### src/hdl/etrace_config.svh
`ifndef ETRACE_CONFIG_SVH
`define ETRACE_CONFIG_SVH

// ########################################
// Mesh addressing
// ########################################

// Mesh ID, matched on dstaddr[31:20]
`define ETRACE_ID      12'h3e7

// Register group, matched on dstaddr[19:16]
`define ETRACE_REGS    4'h0

// Register indices on dstaddr[5:2]
`define ETRACE_CFG     4'h0
`define ETRACE_BASE    4'h1

// ########################################
// Sizes
// ########################################

// Samples per non-loop run, also FIFO depth
`define ETRACE_DEPTH   16
`define ETRACE_PTRW    4

// Vector, timestamp, index and address widths
`define ETRACE_VW      32
`define ETRACE_DW      32
`define ETRACE_IW      8
`define ETRACE_AW      32

// Mesh datamode codes
`define ETRACE_DM32    2'b10
`define ETRACE_DM64    2'b11

`endif

### src/hdl/etrace_pkg.sv
`include "etrace_config.svh"

package etrace_pkg;

   // ########################################
   // Mesh packet
   // ########################################

   // 104 bit mesh packet, MSB first
   typedef struct packed
   {
      logic                  pad;
      logic                  write;
      logic [1:0]            datamode;
      logic [3:0]            ctrlmode;
      logic [`ETRACE_AW-1:0] dstaddr;
      logic [31:0]           data;
      logic [`ETRACE_AW-1:0] srcaddr;
   } emesh_packet_t;

   // ########################################
   // Trace record
   // ########################################

   // One captured sample as held in the FIFO
   typedef struct packed
   {
      logic [`ETRACE_VW-1:0] vector;
      logic [`ETRACE_DW-1:0] stamp;
      logic [`ETRACE_IW-1:0] index;
   } trace_rec_t;

   // ########################################
   // Config register word
   // ########################################

   // CFG register layout
   typedef struct packed
   {
      logic [22:0] unused;
      logic        overflow;
      logic [3:0]  samplerate;
      logic [1:0]  reserved;
      logic        loop_en;
      logic        trace_en;
   } cfg_bits_t;

   // Packet data word, view picked by register index
   typedef union packed
   {
      cfg_bits_t   cfg;
      logic [31:0] base;
   } cfg_word_u;

endpackage

### src/hdl/etrace.sv
`timescale 1ns/1ps
`include "etrace_config.svh"

module etrace
   import etrace_pkg::*;
(
   input  logic                  trace_clk,
   input  logic                  nreset,
   input  logic                  trace_trigger,
   input  logic [`ETRACE_VW-1:0] trace_vector,
   input  logic                  cfg_access_in,
   input  emesh_packet_t         cfg_packet_in,
   output logic                  cfg_access_out,
   output emesh_packet_t         cfg_packet_out,
   output logic                  data_access_out,
   output emesh_packet_t         data_packet_out
);

   logic                  trace_en;
   logic                  loop_en;
   logic [3:0]            samplerate;
   logic [`ETRACE_AW-1:0] base_addr;
   logic                  push;
   trace_rec_t            rec;
   logic                  pop;
   logic                  empty;
   trace_rec_t            head;
   logic                  overflow_set;

   // ########################################
   // Config registers
   // ########################################

   etrace_cfg_regs i_cfg_regs (
      .trace_clk      (trace_clk),
      .nreset         (nreset),
      .cfg_access_in  (cfg_access_in),
      .cfg_packet_in  (cfg_packet_in),
      .overflow_set   (overflow_set),
      .cfg_access_out (cfg_access_out),
      .cfg_packet_out (cfg_packet_out),
      .trace_en       (trace_en),
      .loop_en        (loop_en),
      .samplerate     (samplerate),
      .base_addr      (base_addr)
   );

   // ########################################
   // Capture path
   // ########################################

   etrace_sampler i_sampler (
      .trace_clk     (trace_clk),
      .nreset        (nreset),
      .trace_trigger (trace_trigger),
      .trace_vector  (trace_vector),
      .trace_en      (trace_en),
      .loop_en       (loop_en),
      .samplerate    (samplerate),
      .push          (push),
      .rec           (rec)
   );

   // Record buffer between sampler and packer
   etrace_fifo i_fifo (
      .trace_clk    (trace_clk),
      .nreset       (nreset),
      .push         (push),
      .rec          (rec),
      .pop          (pop),
      .head         (head),
      .empty        (empty),
      .overflow_set (overflow_set)
   );

   etrace_packer i_packer (
      .trace_clk       (trace_clk),
      .nreset          (nreset),
      .empty           (empty),
      .head            (head),
      .base_addr       (base_addr),
      .pop             (pop),
      .data_access_out (data_access_out),
      .data_packet_out (data_packet_out)
   );

endmodule

### src/hdl/etrace_cfg_regs.sv
`timescale 1ns/1ps
`include "etrace_config.svh"

module etrace_cfg_regs
   import etrace_pkg::*;
(
   input  logic                  trace_clk,
   input  logic                  nreset,
   input  logic                  cfg_access_in,
   input  emesh_packet_t         cfg_packet_in,
   input  logic                  overflow_set,
   output logic                  cfg_access_out,
   output emesh_packet_t         cfg_packet_out,
   output logic                  trace_en,
   output logic                  loop_en,
   output logic [3:0]            samplerate,
   output logic [`ETRACE_AW-1:0] base_addr
);

   logic          hit;
   logic          wr_req;
   logic          rd_req;
   logic [3:0]    reg_idx;
   cfg_word_u     wr_word;
   cfg_word_u     rd_word;
   logic          overflow;
   emesh_packet_t resp;

   // ########################################
   // Decode
   // ########################################

   // ID and group must both match
   assign hit = cfg_access_in &
                (cfg_packet_in.dstaddr[31:20] == `ETRACE_ID) &
                (cfg_packet_in.dstaddr[19:16] == `ETRACE_REGS);

   assign reg_idx = cfg_packet_in.dstaddr[5:2];
   assign wr_req  = hit & cfg_packet_in.write;
   assign rd_req  = hit & ~cfg_packet_in.write;

   // Incoming data word, viewed per register
   assign wr_word = cfg_packet_in.data;

   // ########################################
   // Registers
   // ########################################

   always_ff @(posedge trace_clk)
   begin
      if (!nreset)
      begin
         trace_en   <= 1'b0;
         loop_en    <= 1'b0;
         samplerate <= 4'd0;
         base_addr  <= '0;
      end
      else
      begin
         if (wr_req && (reg_idx == `ETRACE_CFG))
         begin
            trace_en   <= wr_word.cfg.trace_en;
            loop_en    <= wr_word.cfg.loop_en;
            samplerate <= wr_word.cfg.samplerate;
         end
         if (wr_req && (reg_idx == `ETRACE_BASE))
            base_addr <= wr_word.base;
      end
   end

   // Sticky overflow where a new drop wins over the clearing write
   always_ff @(posedge trace_clk)
   begin
      if (!nreset)
         overflow <= 1'b0;
      else if (overflow_set)
         overflow <= 1'b1;
      else if (wr_req && (reg_idx == `ETRACE_CFG))
         overflow <= 1'b0;
   end

   // ########################################
   // Readback
   // ########################################

   // Register value in the matching view
   always_comb
   begin
      rd_word = '0;
      if (reg_idx == `ETRACE_CFG)
      begin
         rd_word.cfg.overflow   = overflow;
         rd_word.cfg.samplerate = samplerate;
         rd_word.cfg.loop_en    = loop_en;
         rd_word.cfg.trace_en   = trace_en;
      end
      else if (reg_idx == `ETRACE_BASE)
         rd_word.base = base_addr;
   end

   // Response goes back to the requester with addresses swapped
   always_comb
   begin
      resp          = '0;
      resp.write    = 1'b1;
      resp.datamode = `ETRACE_DM32;
      resp.ctrlmode = cfg_packet_in.ctrlmode;
      resp.dstaddr  = cfg_packet_in.srcaddr;
      resp.data     = rd_word;
      resp.srcaddr  = cfg_packet_in.dstaddr;
   end

   always_ff @(posedge trace_clk)
   begin
      if (!nreset)
      begin
         cfg_access_out <= 1'b0;
         cfg_packet_out <= '0;
      end
      else
      begin
         cfg_access_out <= rd_req;
         if (rd_req)
            cfg_packet_out <= resp;
      end
   end

   // A response only follows a read request and carries this unit's ID back
   a_resp_src : assert property (@(posedge trace_clk) disable iff (!nreset)
      cfg_access_out |-> $past(cfg_access_in && !cfg_packet_in.write) &&
                         (cfg_packet_out.srcaddr[31:20] == `ETRACE_ID));

endmodule

### src/hdl/etrace_fifo.sv
`timescale 1ns/1ps
`include "etrace_config.svh"

module etrace_fifo
   import etrace_pkg::*;
(
   input  logic       trace_clk,
   input  logic       nreset,
   input  logic       push,
   input  trace_rec_t rec,
   input  logic       pop,
   output trace_rec_t head,
   output logic       empty,
   output logic       overflow_set
);

   trace_rec_t              mem [`ETRACE_DEPTH];
   logic [`ETRACE_PTRW-1:0] wr_ptr;
   logic [`ETRACE_PTRW-1:0] rd_ptr;
   logic [`ETRACE_PTRW:0]   count;
   logic                    full;
   logic                    wr_en;

   // ########################################
   // Flags
   // ########################################

   assign full  = (count == (`ETRACE_PTRW+1)'(`ETRACE_DEPTH));
   assign empty = (count == '0);

   // Push into a full buffer is dropped
   assign wr_en        = push & ~full;
   assign overflow_set = push & full;

   // ########################################
   // Storage
   // ########################################

   always_ff @(posedge trace_clk)
   begin
      if (wr_en)
         mem[wr_ptr] <= rec;
   end

   // Show-ahead, oldest entry always on head
   assign head = mem[rd_ptr];

   // ########################################
   // Pointers and count
   // ########################################

   // Pointers wrap naturally, depth is a power of two
   always_ff @(posedge trace_clk)
   begin
      if (!nreset)
      begin
         wr_ptr <= '0;
         rd_ptr <= '0;
      end
      else
      begin
         if (wr_en)
            wr_ptr <= wr_ptr + 1'b1;
         if (pop)
            rd_ptr <= rd_ptr + 1'b1;
      end
   end

   always_ff @(posedge trace_clk)
   begin
      if (!nreset)
         count <= '0;
      else if (wr_en && !pop)
         count <= count + 1'b1;
      else if (pop && !wr_en)
         count <= count - 1'b1;
   end

   // Reader never underruns
   a_no_pop_empty : assert property (@(posedge trace_clk) disable iff (!nreset)
      pop |-> !empty);

   // Occupancy bound
   a_count_max : assert property (@(posedge trace_clk) disable iff (!nreset)
      count <= (`ETRACE_PTRW+1)'(`ETRACE_DEPTH));

endmodule

### src/hdl/etrace_packer.sv
`timescale 1ns/1ps
`include "etrace_config.svh"

module etrace_packer
   import etrace_pkg::*;
(
   input  logic                  trace_clk,
   input  logic                  nreset,
   input  logic                  empty,
   input  trace_rec_t            head,
   input  logic [`ETRACE_AW-1:0] base_addr,
   output logic                  pop,
   output logic                  data_access_out,
   output emesh_packet_t         data_packet_out
);

   logic [`ETRACE_AW-1:0] offset;
   emesh_packet_t         pkt;

   // ########################################
   // Pop
   // ########################################

   // No back-pressure so drain whenever data waits
   assign pop = ~empty;

   // ########################################
   // Packet build
   // ########################################

   // Eight bytes per slot
   assign offset = {{(`ETRACE_AW - `ETRACE_IW - 3){1'b0}}, head.index, 3'b000};

   always_comb
   begin
      pkt          = '0;
      pkt.write    = 1'b1;
      pkt.datamode = `ETRACE_DM64;
      pkt.dstaddr  = base_addr + offset;
      pkt.data     = head.vector;
      // Timestamp rides in srcaddr
      pkt.srcaddr  = head.stamp;
   end

   // ########################################
   // Output stage
   // ########################################

   always_ff @(posedge trace_clk)
   begin
      if (!nreset)
      begin
         data_access_out <= 1'b0;
         data_packet_out <= '0;
      end
      else
      begin
         data_access_out <= pop;
         if (pop)
            data_packet_out <= pkt;
      end
   end

   // Each output packet lands inside the destination window
   a_out_window : assert property (@(posedge trace_clk) disable iff (!nreset)
      data_access_out |->
         ((data_packet_out.dstaddr - $past(base_addr)) < `ETRACE_AW'(`ETRACE_DEPTH * 8)));

endmodule

### src/hdl/etrace_sampler.sv
`timescale 1ns/1ps
`include "etrace_config.svh"

module etrace_sampler
   import etrace_pkg::*;
(
   input  logic                  trace_clk,
   input  logic                  nreset,
   input  logic                  trace_trigger,
   input  logic [`ETRACE_VW-1:0] trace_vector,
   input  logic                  trace_en,
   input  logic                  loop_en,
   input  logic [3:0]            samplerate,
   output logic                  push,
   output trace_rec_t            rec
);

   logic [`ETRACE_VW-1:0] vec_q;
   logic [`ETRACE_DW-1:0] stamp;
   logic [15:0]           div_cnt;
   logic [15:0]           rate_mask;
   logic                  tick;
   logic                  change;
   logic                  sample;
   logic [`ETRACE_IW-1:0] idx;
   logic                  last_idx;
   logic                  stop;

   // ########################################
   // Time keeper
   // ########################################

   // Trigger cycles since enable
   always_ff @(posedge trace_clk)
   begin
      if (!nreset || !trace_en)
         stamp <= '0;
      else if (trace_trigger)
         stamp <= stamp + 1'b1;
   end

   // Rate divider free running on trigger cycles
   always_ff @(posedge trace_clk)
   begin
      if (!nreset || !trace_en)
         div_cnt <= '0;
      else if (trace_trigger)
         div_cnt <= div_cnt + 1'b1;
   end

   // Tick once every 2^samplerate trigger cycles
   assign rate_mask = (16'd1 << samplerate) - 16'd1;
   assign tick      = ((div_cnt & rate_mask) == 16'd0);

   // ########################################
   // Sample qualify
   // ########################################

   // Previous vector updated every cycle
   always_ff @(posedge trace_clk)
   begin
      if (!nreset)
         vec_q <= '0;
      else
         vec_q <= trace_vector;
   end

   assign change = |(vec_q ^ trace_vector);
   assign sample = trace_en & trace_trigger & change & tick & ~stop;

   // ########################################
   // Index and stop
   // ########################################

   assign last_idx = (idx == `ETRACE_IW'(`ETRACE_DEPTH - 1));

   // Index wraps at depth
   always_ff @(posedge trace_clk)
   begin
      if (!nreset || !trace_en)
         idx <= '0;
      else if (sample)
         idx <= last_idx ? '0 : idx + 1'b1;
   end

   // Non-loop run ends after the last slot
   always_ff @(posedge trace_clk)
   begin
      if (!nreset || !trace_en)
         stop <= 1'b0;
      else if (sample && last_idx && !loop_en)
         stop <= 1'b1;
   end

   // Capture record pushed one cycle after the sample
   always_ff @(posedge trace_clk)
   begin
      if (!nreset)
      begin
         push <= 1'b0;
         rec  <= '0;
      end
      else
      begin
         push <= sample;
         if (sample)
         begin
            rec.vector <= trace_vector;
            rec.stamp  <= stamp;
            rec.index  <= idx;
         end
      end
   end

   // Slot in range and never ahead of the timestamp
   a_rec_index : assert property (@(posedge trace_clk) disable iff (!nreset)
      push |-> (rec.index < `ETRACE_IW'(`ETRACE_DEPTH)) &&
               (rec.stamp >= `ETRACE_DW'(rec.index)));

endmodule

### config.mk
export PLATFORM = sky130hd
export DESIGN_NAME = etrace
export DESIGN_NICKNAME = d
export VERILOG_FILES = /design/src/hdl/etrace_pkg.sv /design/src/hdl/etrace.sv /design/src/hdl/etrace_cfg_regs.sv /design/src/hdl/etrace_fifo.sv /design/src/hdl/etrace_packer.sv /design/src/hdl/etrace_sampler.sv
export VERILOG_INCLUDE_DIRS = /design/src /design/src/hdl
export SDC_FILE = /design/constraint.sdc
export NUM_CORES = 2
export LEC_CHECK = 0
export BUFFER_PORTS_ARGS = -buffer_cell sky130_fd_sc_hd__buf_2
export CAP_MARGIN = 30
export CORE_MARGIN = 2
export CORE_UTILIZATION = 29
export DETAILED_ROUTE_END_ITERATION = 10
export PLACE_DENSITY = 0.55
export SLEW_MARGIN = 20
export SYNTH_ARGS = -nofsm -noshare
export SYNTH_HDL_FRONTEND = slang
export SYNTH_SLANG_ARGS = --single-unit
### constraint.sdc
create_clock -name trace_clk -period 14.3 [get_ports trace_clk]
set_input_delay 1.43 -clock trace_clk [delete_from_list [all_inputs] [get_ports trace_clk]]
set_output_delay 1.43 -clock trace_clk [all_outputs]
set_load 0.02 [all_outputs]
After elaboration in Yosys (flattened, before gate mapping)
Memory sizes are Yosys's and may differ from the RTL's. A register that Yosys moved wholly into a read port is not among the register bits.
Cells that the tools add are included.
{ "totals": {"regBits": 415, "latchBits": 0, "mem_bits_rw": 1152, "mem_bits_ro": 0, "in_bits": 140, "out_inout_bits": 210, "memories": 1} }
{ "classes": {"add_sub_neg": 9, "mul": 0, "div": 0, "n_lt_le_gt_ge": 0, "eq_ne": 4, "shifts": 1, "n_mux": 14, "bitwise_logic": 16, "reduce_logical": 18} }
{ "mem_list": {"columns": ["memory", "depth", "width", "rd", "rd_ports_with_merged_regs", "write_ports", "line_no", "rtl"], "rows": [
  ["i_fifo.mem", 16, 72, 1, 1, 1, "etrace_fifo.sv:17", "trace_rec_t mem [`ETRACE_DEPTH];"]
]} }
{ "ops": {"columns": ["op", "count"], "rows": [
  ["32-bit by 1-bit adder with 32-bit output (second input constant)", 1],
  ["32-bit by 11-bit adder with 32-bit output", 1],
  ["32-bit 2-to-1 mux", 1],
  ["32-bit OR reduction", 1],
  ["32-bit bitwise XOR", 1],
  ["23-bit 2-to-1 mux", 1],
  ["16-bit by 1-bit adder with 16-bit output (second input constant)", 1],
  ["16-bit AND", 1],
  ["16-bit logical NOT", 1],
  ["1-bit by 4-bit left shift with 16-bit output (first input constant)", 1],
  ["16-bit by 1-bit subtractor with 16-bit output (second input constant)", 1],
  ["5-bit 2-to-1 mux", 3],
  ["12-bit by 10-bit == test with 1-bit output (second input constant)", 1],
  ["1-bit AND", 10],
  ["4-bit by 1-bit adder with 4-bit output (second input constant)", 2],
  ["8-bit by 1-bit adder with 8-bit output (second input constant)", 1],
  ["8-bit by 4-bit == test with 1-bit output (second input constant)", 1],
  ["4-bit logical NOT", 2],
  ["4-bit 2-to-1 mux", 2],
  ["8-bit 2-to-1 mux", 1],
  ["1-bit logical AND", 6],
  ["5-bit by 1-bit adder with 5-bit output (second input constant)", 1],
  ["5-bit == test (second input constant)", 1],
  ["5-bit logical NOT", 1],
  ["other kinds (8)", 19]
]} }

Logic depth before layout (Yosys ltp)
{ "logic_depth": {"word_depth": 8, "ltp_mapped": 16} }

Modules after synthesis
Synthesis repeated with hierarchy kept, for this count alone.
{ "unflattened": {"cells_unflattened": 3671, "area_unflattened_um2": 60653.2} }
{ "by_module_without_submodules": {"columns": ["module", "n_inst", "cells_each", "area_each_um2"], "rows": [
  ["etrace_fifo", 1, 1866, 43934.6],
  ["etrace_sampler", 1, 767, 6755.2],
  ["etrace_cfg_regs", 1, 603, 5622.9],
  ["etrace_packer", 1, 435, 4340.4]
]} }

Worst setup path before layout
OpenSTA, ideal clock, no wires.
{ "synth_path": {"path_type": "register to register", "startpoint": "register i_fifo.count[0]", "endpoint": "memory i_fifo.mem[3][0] (netlist bit) (enable)", "setup_time_ps": 590, "arrival_time_ps": 6200, "required_ps": 13710, "setup_slack_ps": 7510, "path_stages_with_launch": 6, "n_path_buf": 1, "path_cell_list": "dfxtp_1 > clkbuf_1 > nor4_1 > a21boi_1 > nand2_1 > nor3_1"} }
{ "synth_via": {"elab_chain_cells": 5} }
{ "synth_lines": {"columns": ["item", "line_no", "rtl"], "rows": [
  ["start: declaration", "etrace_fifo.sv:20", "logic [`ETRACE_PTRW:0] count;"],
  ["start signal: assignment", "etrace_fifo.sv:74", "count <= count + 1'b1;"],
  ["start signal: assignment", "etrace_fifo.sv:76", "count <= count - 1'b1;"],
  ["5-bit == test", "etrace_fifo.sv:28", "assign full = (count == (`ETRACE_PTRW+1)'(`ETRACE_DEPTH));"],
  ["1-bit NOT", "etrace_fifo.sv:32", "assign wr_en = push & ~full;"],
  ["1-bit AND", "etrace_fifo.sv:32", null],
  ["named net i_fifo.wr_en", "etrace_fifo.sv:22", "logic wr_en;"],
  ["1-bit 2-to-1 mux", "etrace_fifo.sv:41", "if (wr_en)"],
  ["1-bit 2-to-1 mux (not written as such)", "etrace_fifo.sv:42", "mem[wr_ptr] <= rec;"],
  ["end: declaration", "etrace_fifo.sv:17", null]
]} }
The timed path passes the listed nets, and every way through them passes these cells.

==> flow_metrics.tcl <==
set metrics [dict create \
    status "finished clean" \
    cp_max_fo 46 \
    chipHeight_um 457 \
    top_layer "met5" \
    dp_hpwl_um 86600 \
    seqCellArea_mm2 0.0430 \
    fin_skew_ps 29.5 \
    p_sw_w 0.00275 \
    wire_per_inst_um 23.2 \
    ys_types 65 \
    min_period_over_period_pct 34.8 \
    rows 166 \
    synth-edff-count 1152 \
    rsz0062_at_grt "false" \
    slowest_delay_ps 850 \
    io_pins 350 \
    drive_above_1_share_pct 26.5 \
    synth_warnings 0 \
    final_cell_mix "edfxtp_1 (1152), dfxtp_1 (413), mux4_2 (360), buf_2 (340), nand2_1 (301)" \
    firstDrtPassIters 5 \
    tns_ps 0 \
    comb_power_share_pct 14.8 \
    cts_sinks 1569 \
    cp_common_cell "mux4_2" \
    grt_pass1_wl_um 227000 \
    endpoint_kind "flip-flop" \
    wirelength_um 156000 \
    cts_hold_buf 0 \
    cts.clk_slew.worst_paths_ps 60 \
    grt_pass1_vias 32500 \
    nNetsFinal 4018 \
    ys.flop_type "edfxtp_1" \
    dieWidth_um 457 \
    drtIter0Drc 2713 \
    ant_nets 0 \
    seqPwrFrac_pct 46.2 \
    slew_violations 0 \
    holdPathStages 2 \
    power_frac_clock_pct 39.0 \
    clkLatencyLatePin_ps 810 \
    dieArea_mm2 0.209 \
    switching_share_pct 25.4 \
    grt_max_degree 145 \
    grt.overflow.total 0 \
    crit_buf_inv 1 \
    clockBufferDepth 3 \
    async_flop_share_pct 0 \
    worstPathCellList "buf_4 -> mux4_2 -> mux4_2 -> ha_1 -> a21oi_1 -> nor3b_2 -> o21a_1 -> nor3_1 -> xnor2_1 -> a211oi_1" \
    syn2layout_area_growth_pct 17.6 \
    cts-root-buf "clkbuf_16" \
    cts_buffers 162 \
    dpl.cell_count 6379 \
    nFillCells 19500 \
    cts_resized 0 \
    critPathLaunchType "flip-flop" \
    final_cells 6699 \
    htree_num_levels 4 \
    syn_avg_cell_area_um2 17.0 \
    portBuffers 339 \
    hp-class "flip-flop to flip-flop" \
    worstReg2RegEnd "i_packer.data_packet_out[80]" \
    num_vias 32500 \
    grt_antenna_before_repair 23 \
    fmax_ghz 0.201 \
    routed-wl-met3_um 7660 \
    drc 0 \
    required_ps 15020 \
    ys_ff_latch 1569 \
    p_per_area_mw_per_mm2 155 \
    met1Wirelength_um 65100 \
    post_cts_buffers 0 \
    final_common_cell "edfxtp_1" \
    holdCritStartpoint "i_packer.data_packet_out[67]" \
    arrival_ps 5700 \
    reg2reg_setup_slack_ps 9320 \
    slowest_stage "dfxtp_4" \
    crit_cells 10 \
    hold_violations 0 \
    period_needed_ps 4980 \
    start_util_pct 29.1 \
    wl_met2_um 77900 \
    peakVddDrop_uv 129 \
    cap_violations 0 \
    p_int_w 0.00809 \
    grt_use_total_pct 14.7 \
    multi_input_area_mm2 0.0156 \
    slew_headroom_pct 31.5 \
    cts_tree "yes" \
    viasPerCell 4.84 \
    seq_area_frac_synth_pct 72.2 \
    fp.coreArea_mm2 0.204 \
    crit_type "flip-flop to flip-flop" \
    whs_endpoint "i_packer.data_packet_out[67]" \
    syn_inst 3500 \
    gp_congestion 0.812 \
    reg2reg_depth 10 \
    tightest_slew_ps 1030 \
    p_leak_nw 21.9 \
    path_delay_family "compound AO/OA/AOI/OAI gates" \
    netlist_area_mm2 0.0595 \
    finalSetupViolCount 0 \
]
-- power groups by stage --
| stage | combinational [W] | clock [W] | sequential [W] |
|---|---|---|---|
| global placement | 0.00164 | 0 | 0.00511 |
| floorplan | 0.00111 | 0 | 0.00514 |
| global route | 0.00174 | 0.00451 | 0.00503 |
| detailed placement | 0.00166 | 0 | 0.00512 |
| CTS | 0.00166 | 0.00434 | 0.00502 |
| finish | 0.00160 | 0.00423 | 0.00501 |
-- tightest hold or removal path: cells and delay by family (launching register included) --
kind | cells | cell delay, ps
flops | 1 | 310
simple gates | 1 | 50
compound gates | 1 | 50
-- worst max-delay path by stage --
stage	start	to
after global routing	flip-flop	i_packer.data_packet_out[82]
after floorplan	i_fifo.count[0]	i_fifo.mem[3][0]
final	flip-flop	i_packer.data_packet_out[80]
after CTS	flip-flop	i_packer.data_packet_out[84]
after detailed placement	flip-flop	i_packer.data_packet_out[80]
after global placement	flip-flop	i_packer.data_packet_out[93]
-- per-layer routing --
layer / vias up / GRT usage [%]
met1: 17100 / 18.9
met5: - / 0
met3: 225 / 2.40
met2: 774 / 25.0
li1: 14300 / -
met4: 2 / 4.95
-- kinds of logic after synthesis --
| family | count (synthesis) | synth area share (%) |
|---|---|---|
| simple gates | 725 | 5.59 |
| flops | 1569 | 72.2 |
| other cells | 1 | 0.00630 |
| mux | 409 | 14.5 |
| compound gates | 420 | 3.95 |
| xor+xnor | 104 | 1.53 |
| buf+inv | 251 | 1.81 |
| fa+ha+maj | 21 | 0.454 |
-- through the flow --
stage	utilization (%)	cell area, um^2	power [W]	hold WS [ps]	setup WS (ps)
floorplan	-	59500	0.00625	433	7510
global placement	31.5	64200	0.00675	440	8930
detailed placement	31.6	64500	0.00677	441	9220
CTS	34.2	69900	0.0110	450	9190
global route	34.2	69900	0.0113	465	9020
finish	34.3	69900	0.0108	449	9320
-- synthesized netlist by cell type, drive strengths merged, types with 13 or more instances --
library cell | number | area share, %
edfxtp | 1152 | 58
dfxtp | 417 | 14
mux4 | 360 | 14
nand2 | 302 | 1.9
a21oi | 241 | 2.0
nor2 | 147 | 0.93
clkbuf | 141 | 0.89
nand3 | 111 | 0.93
o21ai | 106 | 0.89
buf | 89 | 0.79
xnor2 | 74 | 1.1
mux2i | 41 | 0.69
and2 | 37 | 0.39
nand4 | 33 | 0.37
xor2 | 30 | 0.44
a22o | 25 | 0.37
ha | 20 | 0.42
inv | 20 | 0.13
nor3 | 18 | 0.17
and3 | 17 | 0.18
a211oi | 13 | 0.16
nor4 | 13 | 0.15
or3 | 13 | 0.15
-- layout make-up --
| type | count | area share [%] |
|---|---|---|
| flip-flops and latches | 1569 | 61.4 |
| multi-input cells | 1686 | 22.4 |
| clock buffers | 235 | 6.61 |
| well taps | 2688 | 4.81 |
| repair buffers | 417 | 3.58 |
| clock inverters | 68 | 1.02 |
| inverters | 21 | 0.127 |
| diodes | 15 | 0.0537 |
-- state kept, by name, summed over array words and instances (netlist names), 4 cells and up, named ones only --
register                   flops
i_sampler.div_cnt             15
i_sampler.rec                 72
i_packer.data_packet_out      97
i_cfg_regs.samplerate          4
i_fifo.mem                  1152
i_fifo.count                   5
i_fifo.wr_ptr                  4
i_cfg_regs.cfg_packet_out    101
i_sampler.stamp               32
i_cfg_regs.base_addr          32
i_sampler.vec_q               32
i_fifo.rd_ptr                  4
i_sampler.idx                  8
Note: power is estimated with default switching activity, not from simulation.
